--- config.mk ---
export PLATFORM = sky130hd
export DESIGN_NAME = bpmTriggerTop
export DESIGN_NICKNAME = d
export VERILOG_FILES = /design/src/common/bpmPkg.sv /design/src/timing/heartbeatGen.sv /design/src/timing/markerSync.sv /design/src/rtl/csrBank.sv /design/src/rtl/triggerCapture.sv /design/src/rtl/bpmTriggerTop.sv
export SDC_FILE = /design/constraint.sdc
export NUM_CORES = 1
export LEC_CHECK = 0
export ABC_AREA = 1
export BUFFER_PORTS_ARGS = -buffer_cell sky130_fd_sc_hd__buf_2
export CORE_MARGIN = 2
export CORE_UTILIZATION = 61
export CTS_BUF_LIST = sky130_fd_sc_hd__clkbuf_4
export DETAILED_ROUTE_END_ITERATION = 8
export PLACE_DENSITY_LB_ADDON = 0.25
export SETUP_SLACK_MARGIN = 0.4
export SYNTH_ARGS = -nofsm -noshare
export SYNTH_HDL_FRONTEND = slang
export SYNTH_SLANG_ARGS = --single-unit
export TNS_END_PERCENT = 1
--- constraint.sdc ---
create_clock -name sysClk -period 3.27 [get_ports sysClk]
set_input_delay 0 -clock sysClk [delete_from_list [all_inputs] [get_ports sysClk]]
set_output_delay 0 -clock sysClk [all_outputs]
set_load 0.01 [all_outputs]
--- src/common/bpmPkg.sv ---
`default_nettype none

package bpmPkg;

    //////////////////////////////////////////////////////////////////////
    // Widths that carry a meaning

    typedef logic [31:0] csrData_t;
    typedef logic [3:0]  csrAddr_t;

    // Enough for 200 million clocks per heartbeat
    typedef logic [27:0] hbReload_t;
    typedef logic [23:0] markerReload_t;

    // Bit 0 is the software trigger, bits 6..1 the event triggers
    typedef logic [6:0]  triggerBus_t;

    //////////////////////////////////////////////////////////////////////
    // Register map

    // Indices not listed here read back as zero
    typedef enum csrAddr_t {
        SOFT_TRIGGER     = 4'd0,
        HEARTBEAT_RELOAD = 4'd1,
        FA_RELOAD        = 4'd2,
        SA_RELOAD        = 4'd3,
        SPI_MUX          = 4'd4,
        INTERLOCK        = 4'd5,
        BUILD_DATE       = 4'd6
    } csrIndex_e;

    typedef struct packed {
        logic     wr;
        csrAddr_t addr;
        csrData_t data;
    } csrReq_t;

    typedef struct packed {
        hbReload_t     hbReload;
        markerReload_t faReload;
        markerReload_t saReload;
    } timingCfg_t;

    typedef struct packed {
        logic faSynced;
        logic saSynced;
    } markerStatus_t;

    //////////////////////////////////////////////////////////////////////
    // Constants and reset values

    localparam csrData_t      FIRMWARE_BUILD_DATE = 32'h6A1C_5E03;
    // Heartbeat period of 100 clocks
    localparam hbReload_t     HB_RELOAD_DEFAULT   = 28'd98;
    localparam markerReload_t FA_RELOAD_DEFAULT   = 24'd9;
    localparam markerReload_t SA_RELOAD_DEFAULT   = 24'd99;
    localparam int            SOFT_STRETCH_CYCLES = 8;

    localparam timingCfg_t TIMING_CFG_DEFAULT = '{
        hbReload: HB_RELOAD_DEFAULT,
        faReload: FA_RELOAD_DEFAULT,
        saReload: SA_RELOAD_DEFAULT
    };

endpackage

`default_nettype wire

--- src/timing/heartbeatGen.sv ---
`timescale 1ns/1ps
`default_nettype none

module heartbeatGen (
    input  wire logic              sysClk,
    input  wire logic              rst,
    input  wire bpmPkg::hbReload_t hbReload,
    output logic                   heartbeat
);

    // One spare bit on top, set for the single cycle after underflow
    logic [$bits(bpmPkg::hbReload_t):0] hbCount;

    assign heartbeat = hbCount[$bits(bpmPkg::hbReload_t)];

    //////////////////////////////////////////////////////////////////////
    // Down counter, period is hbReload+2
    // Reload is sampled only at the pulse
    always_ff @(posedge sysClk) begin
        if (rst) begin
            hbCount <= '0;
        end else if (heartbeat) begin
            hbCount <= {1'b0, hbReload};
        end else begin
            hbCount <= hbCount - 1'b1;
        end
    end

endmodule

`default_nettype wire

--- src/timing/markerSync.sv ---
`timescale 1ns/1ps
`default_nettype none

module markerSync (
    input  wire logic                  sysClk,
    input  wire logic                  rst,
    input  wire logic                  heartbeat,
    input  wire bpmPkg::markerReload_t reload,
    output logic                       marker,
    output logic                       synced
);

    bpmPkg::markerReload_t divCount;
    bpmPkg::markerReload_t divNext;
    // Registered copy of divCount==0, kept low through reset
    logic                  atWrap;

    //////////////////////////////////////////////////////////////////////
    // Marker divider
    // Heartbeat forces a reload, which re-phases the divider
    assign marker = heartbeat | atWrap;

    always_comb begin
        if (marker) begin
            divNext = reload;
        end else begin
            divNext = divCount - 1'b1;
        end
    end

    always_ff @(posedge sysClk) begin
        if (rst) begin
            divCount <= '0;
            atWrap   <= 1'b0;
        end else begin
            divCount <= divNext;
            atWrap   <= (divNext == '0);
        end
    end

    //////////////////////////////////////////////////////////////////////
    // Phase check
    // Heartbeat landing on the wrap point means no correction was needed
    always_ff @(posedge sysClk) begin
        if (rst) begin
            synced <= 1'b0;
        end else if (heartbeat) begin
            synced <= atWrap;
        end
    end

endmodule

`default_nettype wire

--- src/rtl/csrBank.sv ---
`timescale 1ns/1ps
`default_nettype none

module csrBank (
    input  wire logic                  sysClk,
    input  wire logic                  rst,
    input  wire bpmPkg::csrReq_t       csrReq,
    input  wire bpmPkg::markerStatus_t markerStatus,
    output bpmPkg::csrData_t           csrReadData,
    output bpmPkg::timingCfg_t         timingCfg,
    output logic                       softTrigger,
    output logic [1:0]                 clkSpiMuxSel,
    output logic                       interlockRelay
);

    bpmPkg::csrIndex_e reqIndex;
    bpmPkg::csrData_t  readNext;

    assign reqIndex = bpmPkg::csrIndex_e'(csrReq.addr);

    // Soft trigger is a pure strobe, nothing is stored
    assign softTrigger = csrReq.wr && (reqIndex == bpmPkg::SOFT_TRIGGER);

    //////////////////////////////////////////////////////////////////////
    // Write decode
    always_ff @(posedge sysClk) begin
        if (rst) begin
            timingCfg      <= bpmPkg::TIMING_CFG_DEFAULT;
            clkSpiMuxSel   <= 2'b00;
            interlockRelay <= 1'b0;
        end else if (csrReq.wr) begin
            case (reqIndex)
                bpmPkg::HEARTBEAT_RELOAD: begin
                    timingCfg.hbReload <= bpmPkg::hbReload_t'(csrReq.data);
                end
                bpmPkg::FA_RELOAD: begin
                    timingCfg.faReload <= bpmPkg::markerReload_t'(csrReq.data);
                end
                bpmPkg::SA_RELOAD: begin
                    timingCfg.saReload <= bpmPkg::markerReload_t'(csrReq.data);
                end
                bpmPkg::SPI_MUX: begin
                    clkSpiMuxSel <= csrReq.data[1:0];
                end
                bpmPkg::INTERLOCK: begin
                    interlockRelay <= csrReq.data[0];
                end
                default: begin
                    // Read-only or unused index
                end
            endcase
        end
    end

    //////////////////////////////////////////////////////////////////////
    // Readback mux
    always_comb begin
        case (reqIndex)
            bpmPkg::HEARTBEAT_RELOAD: begin
                readNext = bpmPkg::csrData_t'(timingCfg.hbReload);
            end
            // Synced flag rides in the top bit
            bpmPkg::FA_RELOAD: begin
                readNext = {markerStatus.faSynced, 7'b0, timingCfg.faReload};
            end
            bpmPkg::SA_RELOAD: begin
                readNext = {markerStatus.saSynced, 7'b0, timingCfg.saReload};
            end
            bpmPkg::SPI_MUX: begin
                readNext = bpmPkg::csrData_t'(clkSpiMuxSel);
            end
            bpmPkg::INTERLOCK: begin
                readNext = bpmPkg::csrData_t'(interlockRelay);
            end
            bpmPkg::BUILD_DATE: begin
                readNext = bpmPkg::FIRMWARE_BUILD_DATE;
            end
            default: begin
                readNext = '0;
            end
        endcase
    end

    // One cycle read latency
    always_ff @(posedge sysClk) begin
        if (rst) begin
            csrReadData <= '0;
        end else begin
            csrReadData <= readNext;
        end
    end

endmodule

`default_nettype wire

--- src/rtl/triggerCapture.sv ---
`timescale 1ns/1ps
`default_nettype none

module triggerCapture (
    input  wire logic           sysClk,
    input  wire logic           rst,
    input  wire logic           softTrigger,
    input  wire logic [5:0]     eventTriggers,
    output bpmPkg::triggerBus_t triggerStrobes
);

    logic [3:0]          stretchCount;
    logic                softLevel;
    bpmPkg::triggerBus_t syncMeta;
    bpmPkg::triggerBus_t syncOut;
    bpmPkg::triggerBus_t levelDelay;
    bpmPkg::triggerBus_t levelPrev;

    //////////////////////////////////////////////////////////////////////
    // Soft trigger stretch
    // A repeat write reloads the count so the level never drops
    assign softLevel = (stretchCount != 4'd0);

    always_ff @(posedge sysClk) begin
        if (rst) begin
            stretchCount <= 4'd0;
        end else if (softTrigger) begin
            stretchCount <= 4'(bpmPkg::SOFT_STRETCH_CYCLES);
        end else if (softLevel) begin
            stretchCount <= stretchCount - 4'd1;
        end
    end

    //////////////////////////////////////////////////////////////////////
    // Synchronizer, delay and rising edge detect
    // Soft level shares the path so all strobes see the same latency
    always_ff @(posedge sysClk) begin
        if (rst) begin
            syncMeta       <= '0;
            syncOut        <= '0;
            levelDelay     <= '0;
            levelPrev      <= '0;
            triggerStrobes <= '0;
        end else begin
            syncMeta       <= {eventTriggers, softLevel};
            syncOut        <= syncMeta;
            levelDelay     <= syncOut;
            levelPrev      <= levelDelay;
            triggerStrobes <= levelDelay & ~levelPrev;
        end
    end

endmodule

`default_nettype wire

--- src/rtl/bpmTriggerTop.sv ---
`timescale 1ns/1ps
`default_nettype none

module bpmTriggerTop (
    input  wire logic                  sysClk,
    input  wire logic                  rst,
    input  wire bpmPkg::csrReq_t       csrReq,
    input  wire logic [5:0]            eventTriggers,
    output bpmPkg::csrData_t           csrReadData,
    output bpmPkg::triggerBus_t        triggerStrobes,
    output logic                       heartbeat,
    output logic                       faMarker,
    output logic                       saMarker,
    output logic [1:0]                 clkSpiMuxSel,
    output logic                       interlockRelay
);

    bpmPkg::timingCfg_t    timingCfg;
    bpmPkg::markerStatus_t markerStatus;
    logic                  softTrigger;

    //////////////////////////////////////////////////////////////////////
    // Control and status registers
    csrBank i_csrBank (
        .sysClk        (sysClk),
        .rst           (rst),
        .csrReq        (csrReq),
        .markerStatus  (markerStatus),
        .csrReadData   (csrReadData),
        .timingCfg     (timingCfg),
        .softTrigger   (softTrigger),
        .clkSpiMuxSel  (clkSpiMuxSel),
        .interlockRelay(interlockRelay)
    );

    //////////////////////////////////////////////////////////////////////
    // Software and event triggers
    triggerCapture i_triggerCapture (
        .sysClk        (sysClk),
        .rst           (rst),
        .softTrigger   (softTrigger),
        .eventTriggers (eventTriggers),
        .triggerStrobes(triggerStrobes)
    );

    //////////////////////////////////////////////////////////////////////
    // Heartbeat and the acquisition markers locked to it
    heartbeatGen i_heartbeatGen (
        .sysClk   (sysClk),
        .rst      (rst),
        .hbReload (timingCfg.hbReload),
        .heartbeat(heartbeat)
    );

    markerSync faSync (
        .sysClk   (sysClk),
        .rst      (rst),
        .heartbeat(heartbeat),
        .reload   (timingCfg.faReload),
        .marker   (faMarker),
        .synced   (markerStatus.faSynced)
    );

    markerSync saSync (
        .sysClk   (sysClk),
        .rst      (rst),
        .heartbeat(heartbeat),
        .reload   (timingCfg.saReload),
        .marker   (saMarker),
        .synced   (markerStatus.saSynced)
    );

endmodule

`default_nettype wire

==> key figures, run 1 <==
Floorplanning
  • Num ports: 90
  • Core box area: about 16000 sq um
  • Die footprint: 17700 sq um
  • Die span in x: roughly 130 um
  • Initial Util: 0.618
  • Die Y: approximately 130 um
  • # rows: 47

Setup path
  • CP Data Arrival Time: roughly 3.3 ns
  • Worst path required time: around 3.8 ns
  • Critical path launch point type: input port
  • Setup Crit Path Kind: in2reg
  • CP endpoint kind: register
  • Crit-path max FO: 37

Global routing
  • Via count of the first global-routing pass: about 9300
  • Initial antenna violation count: 1
  • First-pass GRT wire length: roughly 45000 um
  • Pin count of the biggest net entering global routing: between 60 and 70
  • GRT Total Usage: 0.319
  • Total grt overflow: 0

Clock network
  • Clk buf depth: 3
  • H-tree Lvls: 2
  • CTS tree: yes
  • CTS root buffer: clkbuf_4
  • Clock Pin Slew Worst Setup and Hold Paths: about 0.06 ns
  • Total CTS buffers: 58
  • Clk_lat worst skew: around 0.67 ns
  • Clk sink count: about 230

Synth
  • FF+latch count, synth: around 230
  • Post-synth net total: roughly 1500
  • Post-synthesis sequential area ratio: 0.452
  • Cells after Synth: between 1000 and 1500
  • Synth Area in Adders: 0.00617
  • Xor-xnor portion of the synthesized cell area: 0.0181
  • FFs w/ async S/R, synth: 0
  • Post-synth top flop: dfxtp_1
  • Synth warnings: 0
  • EDFF count, synth: 0
  • Netlist cell types: 38
  • Mux contribution to synthesized area: 0
  • Syn_area_per_cell: approximately 7 sq um
  • Simple-gate share of the synthesized area: 0.260
  • Largest family of logic cells by synthesized area: simple AND/OR/NAND/NOR gates
  • Post-Syn Area: around 10000 sq um
  • Synth Area in Compound Gates: 0.153

STA
  • F_max: 369 MHz
  • Final setup viols: 0
  • Relative slew slack: 0.355
  • Final worst-path cycle share: 0.828
  • Setup TNS Final: 0 ns
  • Least-Margin Pin Slew: 0.967 ns
  • Final Hold Fails: 0
  • Slew Limit Fails: 0
  • Post-route minimum period: 2.71 ns
  • RSZ-0062 raised after global routing: false
  • Final Skew: between 0.02 and 0.025 ns

Run
  • Max_cap viols: 0

Routing
  • Via density: 5.34
  • Drt first pass iters: 5
  • Post-Route WL: 28200 um
  • Via Count: between 9000 and 10000
  • Post-route ant nets: 0
  • Starting DRT DRC Count: roughly 740
  • Post-DR wirelength/cell: ~15 um
  • DRC Markers: 0

Power and ir drop
  • Worst vdd ir: between 0.0005 and 0.0006 V
  • Pwr dens: approximately 900 nW/um^2
  • Static leakage: between 5 and 6 nW
  • Total Power: 0.0107 W

Place
  • Placer's final routability congestion estimate: approximately 0.94
  • Post-DP HPWL: between 15000 and 20000 um
  • Port Buf Inserts: between 80 and 90
  • Placed Area: 10700 sq um
  • Placed Instances: about 1700

Final layout
  • Fin area: 11800 sq um
  • Area Growth Syn to Fin: 16.8%
  • Post-Layout Cell Count: approximately 1900
  • Nets@finish: between 1500 and 2000
  • Multi-input logic area: 4440 sq um
  • # fillers: between 1000 and 1500
  • Register area: 4580 sq um
  • Layout cell share with drive strength beyond 1: 0.137

Status
  • Outcome: finished, final reports clean

Worst hold path
  • HP Class: in2reg
## sequential cells by signal (all words and copies together) (netlist names)
register / cells
i_csrBank.timingCfg: 76
i_csrBank.csrReadData: 30
i_heartbeatGen.hbCount: 29
faSync.divCount: 24
saSync.divCount: 24
i_triggerCapture.levelDelay: 7
i_triggerCapture.levelPrev: 7
i_triggerCapture.syncMeta: 7
i_triggerCapture.syncOut: 7
i_triggerCapture.triggerStrobes: 7
i_triggerCapture.stretchCount: 4
i_csrBank.clkSpiMuxSel: 2
faSync.atWrap: 1
faSync.synced: 1
i_csrBank.interlockRelay: 1
saSync.atWrap: 1
saSync.synced: 1
## cell usage after synthesis, types with 2 or more instances
master    number  area share
nand2_1      229       0.085
buf_6          2      0.0022
nor4_1         4      0.0025
inv_2          2     0.00074
buf_2         13      0.0064
nor2_4         8      0.0089
a221oi_1       6      0.0052
ha_1           5      0.0062
nand4_1       12      0.0074
o221ai_1       7      0.0060
nor2_2        14      0.0086
buf_4          2      0.0015
nand3b_1       2      0.0015
dfxtp_1      229        0.45
a31oi_1        3      0.0019
xor2_1        13       0.011
nor2_1       237       0.088
o21ai_0      143       0.071
inv_1        219       0.081
nand2_2        6      0.0037
buf_1          4      0.0015
nor3_1        14      0.0069
a21oi_1      104       0.051
nand3_1       93       0.046
o21ai_1        6      0.0030
xnor2_1        8      0.0069
o211ai_1       8      0.0059
clkbuf_1      43       0.016
o22ai_1       10      0.0062
## routing by layer
metal,routed length (um),global-route usage
met5,0,0
met2,12800,0.508
met3,2360,0.0701
met4,1410,0.183
met1,11700,0.401
## area by class of cell
class,instances,share of cell area
diodes,1,0.000211
clock buffers,87,0.0552
clock inverters,11,0.00370
inverters,222,0.0708
multi-input cells,940,0.375
flip-flops and latches,229,0.387
well taps,220,0.0232
repair buffers,143,0.0844
## cells by family (layout without fill, tap and decap cells)
kind of cell / count (synthesis) / in the layout
other: 1 / 2
xor gates and xnor gates: 21 / 21
AOI/OAI and AO/OA: 290 / 290
adders and majority gates: 5 / 5
and+or+nand+nor: 623 / 623
buffers and inverters: 286 / 463
DFF: 229 / 229
## worst max-delay path: stages
cell and delay [ns]:
dlygate4sd3_1 0.56, buf_2 0.15, nor2_2 0.11, dlygate4sd3_1 0.63
nand2_1 0.09, dlygate4sd3_1 0.58, buf_4 0.25, nor2_4 0.25
clkinvlp_4 0.15, buf_6 0.20, o21ai_0 0.20, a21oi_1 0.05
## through the flow
stage | hold WS, ns | setup slack, ns | utilization
after floorplan | 0.107 | 1.70 | -
after global placement | 0.204 | 0.853 | 0.650
after detailed placement | 0.212 | 0.833 | 0.650
after CTS | 0.0425 | 0.557 | 0.721
after global routing | 0.0906 | 0.407 | 0.722
final | 0.0974 | 0.563 | 0.722
## power breakdown
group	internal, W	total [W]	switching [W]
clock network	0.00120	0.00234	0.00114
registers	0.00329	0.00371	0.000428
logic	0.00161	0.00465	0.00305
total	0.00609	0.0107	0.00461
## placed cells by master, fill, tap and decap left out, types with 10 or more instances in the layout
master / synthesis / routed
nand4_1: 12 / 12
nand2_1: 229 / 229
clkbuf_4: 0 / 87
buf_2: 13 / 83
dlygate4sd3_1: 0 / 47
inv_1: 219 / 217
xor2_1: 13 / 13
nand3_1: 93 / 93
nor2_1: 237 / 236
o22ai_1: 10 / 10
nor3_1: 14 / 14
a21oi_1: 104 / 104
nor2_2: 14 / 15
dfxtp_1: 229 / 229
buf_4: 2 / 11
o21ai_0: 143 / 143
## final timing paths
check | start | end | slack [ns] | cells past startpoint
max reg2reg | i_heartbeatGen.hbCount[28] | saSync.atWrap | 0.76 | 9
min | eventTriggers[0] | i_triggerCapture.syncMeta[1] | 0.1 | 4
min reg2reg | i_triggerCapture.levelPrev[6] | i_triggerCapture.triggerStrobes[6] | 0.39 | 1
max | csrReq[34] | i_csrBank.timingCfg[75] | 0.56 | 12
## timing repair
item	4_1_cts	5_1_grt
buffers inserted	0	1
resized for setup	0	2
hold buffers	47	0
setup endpoints to repair	0	19
hold endpoints to repair	146	0
Power figures use the tool's default switching activity.
==> run 2: changes to the inputs <==
--- a/config.mk
+++ b/config.mk
@@ -5,10 +5,10 @@
 export SDC_FILE = /design/constraint.sdc
 export NUM_CORES = 1
 export LEC_CHECK = 0
-export ABC_AREA = 1
+export ABC_AREA = 0
 export BUFFER_PORTS_ARGS = -buffer_cell sky130_fd_sc_hd__buf_2
 export CORE_MARGIN = 2
-export CORE_UTILIZATION = 61
+export CORE_UTILIZATION = 55
 export CTS_BUF_LIST = sky130_fd_sc_hd__clkbuf_4
 export DETAILED_ROUTE_END_ITERATION = 8
 export PLACE_DENSITY_LB_ADDON = 0.25
==> constraint.sdc (replaced) <==
create_clock -name sysClk -period 2.4 [get_ports sysClk]
set_input_delay 0 -clock sysClk [delete_from_list [all_inputs] [get_ports sysClk]]
set_output_delay 0 -clock sysClk [all_outputs]
set_load 0.01 [all_outputs]
==> run 2 against run 1 <==
  * The flow now finishes with violations (setup timing)
  * Hold slack improved by 0.035 ns
  * Combinational power rose by 38%
  * Final cell count is 13% lower
  * Sequential share of layout area fell by 1.4 points
  * Clock skew up 0.0075 ns
  * Area after synthesis decreased by 6.0%
  * Core utilization down 0.24 points
  * Critical endpoint is now faSync.atWrap
  * Largest cell class is now multi-input gates
  * Largest power group unchanged
==> key figures, run 2 <==
STA
  • Least-Margin Pin Slew: slightly below 0.8 ns
  • RSZ-0062 raised after global routing: true
  • Final setup viols: 2
  • Post-route minimum period: about 2.8 ns
  • Final Skew: ~0.028 ns
  • F_max: between 300 and 400 MHz
  • Slew Limit Fails: 0
  • Final worst-path cycle share: 1.19
  • Relative slew slack: 0.478
  • Final Hold Fails: 0
  • Min setup slack post-route: -0.445 ns

Setup path
  • Reg-to-reg slack, setup: -0.45 ns
  • CP endpoint kind: register
  • Worst path required time: roughly 3 ns
  • RR Startpoint: faSync.divCount[12]
  • Setup Crit Path Kind: reg2reg
  • Cell depth of the worst flop-to-flop path: 7
  • R2r endpoint: faSync.atWrap
  • CP Data Arrival Time: 3.44 ns
  • Critical path launch point type: register
  • Critical Path Sink: faSync.atWrap
  • Critical path startpoint: faSync.divCount[12]
  • Crit-path max FO: 4

Synth
  • Netlist cell types: between 50 and 60
  • Post-Syn Area: approximately 9500 sq um
  • Cells after Synth: between 1000 and 1500
  • Most common cell in the synthesized netlist: dfxtp_1
  • FFs w/ async S/R, synth: 0
  • Post-synthesis sequential area ratio: 0.481
  • Synth warnings: 0
  • Post-synth top flop: dfxtp_1
  • Synth cell count leaders: dfxtp_1, nand2_1, nor2_1
  • EDFF count, synth: 0
  • Synth top area share: 0.481
  • Post-synth net total: ~1200
  • Largest area contributor in the netlist: dfxtp_1
  • Area contributors post-synth: dfxtp_1, nand2_1, a21oi_1
  • FF+latch count, synth: between 200 and 250
  • Syn_area_per_cell: around 8.3 sq um

Global routing
  • M3 GR Usage: 0.0554
  • Pin count of the biggest net entering global routing: just under 100
  • Initial antenna violation count: 1
  • Met2 Use GR: 0.487
  • Busiest grt layer: met2
  • Total grt overflow: 0
  • First-pass GRT wire length: about 42000 um
  • Met1 Track Usage GR: 0.368
  • Via count of the first global-routing pass: about 8500
  • GRT Total Usage: 0.289

Final layout
  • Area Growth Syn to Fin: 29.2%
  • Final Util: 0.719
  • Nets@finish: roughly 1400
  • Max FFs per register: 76
  • Most common cell after layout, fill and taps aside: dfxtp_1
  • Biggest register: i_csrBank.timingCfg
  • Most frequent cells in the layout: dfxtp_1, nand2_1, nor2_1
  • Layout cell share with drive strength beyond 1: 0.248
  • Biggest regs: i_csrBank.timingCfg x76, i_csrBank.csrReadData x30, i_heartbeatGen.hbCount x29
  • # fillers: 1352

Clock network
  • CTS tree: yes
  • CTS root buffer: clkbuf_4
  • Total CTS buffers: between 50 and 60
  • Clk_lat worst skew: about 0.68 ns
  • Clock Pin Slew Worst Setup and Hold Paths: around 0.07 ns
  • Clk buf depth: 3
  • Clk sink count: about 230
  • H-tree Lvls: 2

Routing
  • Starting DRT DRC Count: between 700 and 800
  • DRC Markers: 0
  • Via density: 5.61
  • Post-route ant nets: 0
  • Via Count: approximately 9100
  • Drt first pass iters: 5
  • Post-DR wirelength/cell: around 17 um
  • Post-Route WL: approximately 27000 um

Power and ir drop
  • Comb power frac: 0.449
  • Static leakage: between 5 and 6 nW
  • Total Power: roughly 0.014 W
  • Net Sw Frac: 0.364
  • Sequential power share: 0.338
  • Switching power: just over 0.005 W
  • Pwr dens: between 1000 and 1500 nW/um^2
  • Clock share of power: 0.213
  • Worst vdd ir: 0.000584 V
  • Internal: 0.00908 W

Floorplanning
  • Core box area: 17100 sq um
  • # rows: 48
  • Initial Util: 0.557
  • Die Y: approximately 140 um
  • Num ports: 90
  • Die span in x: 136 um
  • Die footprint: between 15000 and 20000 sq um

Run
  • Max_cap viols: 0

Worst hold path
  • Hold_sp: csrReq[26]
  • HP Class: in2reg

Place
  • Placer's final routability congestion estimate: slightly below 0.9
  • Post-DP HPWL: between 15000 and 20000 um
  • Port Buf Inserts: 84

Status
  • Failing checks: setup timing
  • Outcome: finished, violations left
==> run 2: changes by cell type after synthesis, sizes merged, moves of 20 or more <==
cell    previous run  this run
nand3             93        11
nor2             259       117
xnor2              8        34
nand2            235       215
nor2b              0        52
inv              221        13
clkbuf            43        64
a22oi              0        23
o21ai            150        20
==> run 2: critical path, cell delays in order, from the launching register on <==
cell and delay, ns:
dfxtp_1 0.31, or4_4 0.54, or4_4 0.47, or4_4 0.54, xnor2_2 0.15, a21bo_1 0.16
or4_4 0.41, nor4_2 0.20
==> run 2: what timing repair did <==
action                                  4_1_cts  5_1_grt
hold endpoints to repair                    188        0
resized for setup                            42       55
pin swaps                                    15       47
endpoints found under the setup margin       35       39
hold buffers                                 52        0
setup buffers                                 0        2
==> run 2: kinds of logic after synthesis <==
| kind of cell | count (synthesis) | share of synthesized area |
|---|---|---|
| flops | 229 | 0.481 |
| fa+ha+maj | 5 | 0.00656 |
| other cells | 1 | 0.000393 |
| buf+inv | 88 | 0.0357 |
| mux | 26 | 0.0293 |
| compound gates | 213 | 0.134 |
| simple gates | 527 | 0.263 |
| xor+xnor | 54 | 0.0504 |
==> run 2: worst min-delay path by stage <==
stage / cells past startpoint / endpoint / slack (ns)
global route: 4 / i_csrBank.timingCfg[74] / 0.12
finish: 4 / i_csrBank.timingCfg[74] / 0.13
global placement: 2 / i_triggerCapture.syncMeta[4] / 0.21
floorplan: 2 / i_csrBank.timingCfg[0] / 0.12
detailed placement: 2 / i_triggerCapture.syncMeta[3] / 0.21
CTS: 4 / i_csrBank.timingCfg[73] / 0.11
==> run 2: stage by stage <==
| step | setup slack, ns | instance area (sq um) | setup TNS, ns | hold WS [ns] | std cells |
|---|---|---|---|---|---|
| 3_5_place_dp | -0.524 | 10700 | -0.659 | 0.214 | 1469 |
| 6_report | -0.445 | 12300 | -0.571 | 0.132 | 1616 |
| 2_1_floorplan | -0.511 | 9540 | -0.596 | 0.121 | 1143 |
| 3_3_place_gp | -0.482 | 10700 | -0.571 | 0.208 | 1469 |
| 4_1_cts | -0.488 | 12100 | -0.596 | 0.107 | 1613 |
| 5_1_grt | -0.544 | 12300 | -0.794 | 0.117 | 1616 |
==> run 2: final cells by class <==
type                    instances  area [sq um]  share of cell area
clock buffers                  75           563              0.0457
repair buffers                229          1710               0.139
inverters                      14          55.1             0.00447
well taps                     225           282              0.0229
clock inverters                17          91.3             0.00742
diodes                          1          2.50            0.000203
flip-flops and latches        229          4600               0.374
multi-input cells             826          5010               0.407
==> run 2: power by group through the flow <==
stage / registers, W / logic (W) / clock network (W)
floorplan: 0.00481 / 0.00346 / 0
global placement: 0.00478 / 0.00516 / 0
detailed placement: 0.00480 / 0.00525 / 0
CTS: 0.00477 / 0.00567 / 0.00309
global route: 0.00488 / 0.00698 / 0.00331
finish: 0.00482 / 0.00641 / 0.00304
==> run 2: per-layer routing <==
| layer | wire [um] | up-vias |
|---|---|---|
| met5 | 0 | - |
| met3 | 1710 | 64 |
| li1 | - | 4369 |
| met4 | 769 | 0 |
| met2 | 13200 | 354 |
| met1 | 11400 | 4277 |
==> run 3: changes to the inputs <==
--- a/config.mk
+++ b/config.mk
@@ -11,7 +11,7 @@
 export CORE_UTILIZATION = 55
 export CTS_BUF_LIST = sky130_fd_sc_hd__clkbuf_4
 export DETAILED_ROUTE_END_ITERATION = 8
-export PLACE_DENSITY_LB_ADDON = 0.25
+export PLACE_DENSITY = 0.78
 export SETUP_SLACK_MARGIN = 0.4
 export SYNTH_ARGS = -nofsm -noshare
 export SYNTH_HDL_FRONTEND = slang
==> run 3 against run 2 <==
  * The run still ends with setup timing left
  * Hold slack lost 0.040 ns
  * Die area is the same
  * Clock power grew 2%
  * Sequential power is essentially flat
  * Non-clock buffer count shrank 3
  * Sequential share of layout area is essentially flat
  * Routed wire length grew 1.2%
  * Clock skew grew 0.0052 ns
  * Largest cell class unchanged
  * Largest power group unchanged
==> key figures, run 3 (synthesized netlist as in run 2, its figures left out) <==
Clock network
  • H-tree Lvls: 2
  • Clk sink count: 229
  • Clk buf depth: 3
  • Clk_lat worst skew: between 0.6 and 0.7 ns
  • Post-CTS setup buffer count: 0
  • Total CTS buffers: 58
  • Clock Pin Slew Worst Setup and Hold Paths: 0.07 ns
  • CTS root buffer: clkbuf_4
  • CTS tree: yes

Global routing
  • Pin count of the biggest net entering global routing: 75
  • M3 GR Usage: 0.0557
  • Met2 Use GR: 0.468
  • GRT Total Usage: 0.293
  • Via count of the first global-routing pass: between 8000 and 9000
  • Total grt overflow: 0
  • First-pass GRT wire length: between 40000 and 50000 um
  • Busiest grt layer: met2
  • Initial antenna violation count: 1
  • Met1 Track Usage GR: 0.387

Power and ir drop
  • Pwr dens: approximately 1100 nW/um^2
  • Total Power: 0.0142 W
  • Static leakage: between 5 and 6 nW
  • Worst vdd ir: 0.000743 V

Floorplanning
  • # rows: 48
  • Die footprint: 18400 sq um
  • Die Y: approximately 140 um
  • Die span in x: 136 um
  • Initial Util: 0.557
  • Num ports: 90
  • Core box area: 17100 sq um

STA
  • Least-Margin Pin Slew: between 0.8 and 0.9 ns
  • RSZ-0062 raised after global routing: true
  • Hold slack: 0.0928 ns
  • Final setup viols: 2
  • Final worst-path cycle share: 1.17
  • Final Skew: approximately 0.033 ns
  • Slew Limit Fails: 0
  • F_max: approximately 360 MHz
  • Setup TNS Final: -0.481 ns
  • Final Hold Fails: 0
  • Post-route minimum period: around 2.8 ns
  • Min setup slack post-route: -0.405 ns
  • Relative slew slack: 0.448

Routing
  • Via Count: 9141
  • Post-DR wirelength/cell: approximately 17 um
  • Post-Route WL: roughly 27000 um
  • DRC Markers: 0
  • Starting DRT DRC Count: 1014
  • Drt first pass iters: 5
  • Post-route ant nets: 0
  • Via density: 5.64

Final layout
  • Max FFs per register: 76
  • Most common cell after layout, fill and taps aside: dfxtp_1
  • Nets@finish: about 1400
  • Biggest register: i_csrBank.timingCfg
  • Most frequent cells in the layout: dfxtp_1, nand2_1, nor2_1
  • Biggest regs: i_csrBank.timingCfg x76, i_csrBank.csrReadData x30, i_heartbeatGen.hbCount x29
  • Area Growth Syn to Fin: 29.2%
  • Layout cell share with drive strength beyond 1: 0.254

Setup path
  • CP Data Arrival Time: roughly 3.4 ns
  • Critical path launch point type: register
  • Setup Crit Path Kind: reg2reg
  • CP endpoint kind: register
  • Crit-path max FO: 5
  • Worst path required time: approximately 3 ns

Run
  • Max_cap viols: 0

Status
  • Failing checks: setup timing
  • Outcome: finished, violations left

Worst hold path
  • HP Class: in2reg

Place
  • Post-DP HPWL: 17800 um
  • Placer's final routability congestion estimate: 0.931
  • Port Buf Inserts: 84
==> run 3: worst max-delay path, stage by stage, from the launching register on <==
cell	delay, ns
dfxtp_2	0.32
or4_4	0.53
or4_4	0.49
or4_4	0.51
xnor2_2	0.16
a21bo_1	0.16
or4_1	0.40
nor4_1	0.17
==> run 3: per-stage QoR <==
stage / util / std cells / worst slack, ns / area (sq um)
after floorplan: - / 1143 / -0.511 / 9540
after global placement: 0.623 / 1467 / -0.440 / 10700
after detailed placement: 0.623 / 1467 / -0.486 / 10700
after CTS: 0.703 / 1621 / -0.374 / 12000
after global routing: 0.720 / 1622 / -0.442 / 12300
final: 0.720 / 1622 / -0.405 / 12300
==> run 3: cell type report <==
cell class / instances / area (sq um)
well taps: 225 / 282
diodes: 1 / 2.50
clock inverters: 19 / 75.1
clock buffers: 82 / 616
inverters: 14 / 58.8
flip-flops and latches: 229 / 4600
fillers: 1331 / 4800
multi-input cells: 826 / 5000
repair buffers: 226 / 1680
==> run 3: path summary, 6_finish.rpt <==
path / to / start / cells after the start / slack, ns
worst max register to register: faSync.atWrap / faSync.divCount[13] / 7 / -0.41
worst max-delay path: faSync.atWrap / faSync.divCount[13] / 7 / -0.41
worst min-delay path: i_csrBank.csrReadData[4] / csrReq[32] / 4 / 0.09
worst min register to register: i_triggerCapture.triggerStrobes[3] / i_triggerCapture.levelPrev[3] / 1 / 0.38
==> run 3: repair_timing <==
action / CTS / global route
pin swaps: 14 / 33
resized for setup: 34 / 66
cloned: 0 / 0
endpoints found under the hold margin: 182 / 0
endpoints found under the setup margin: 34 / 46
hold buffers: 53 / 0
==> run 3: report_power, final <==
part	internal, W	total (W)	leakage, nW	switching [W]
combinational	0.00306	0.00619	2.74	0.00313
sequential	0.00436	0.00485	1.87	0.000487
clock	0.00157	0.00311	0.417	0.00155
total	0.00899	0.0142	5.02	0.00516
==> run 3: layer usage <==
layer | vias to the layer above | wire, um | share of wire
met5 | - | 0 | 0
met4 | 0 | 904 | 0.033
met3 | 76 | 2200 | 0.080
met2 | 414 | 12900 | 0.47
met1 | 4276 | 11500 | 0.42
li1 | 4375 | - | -
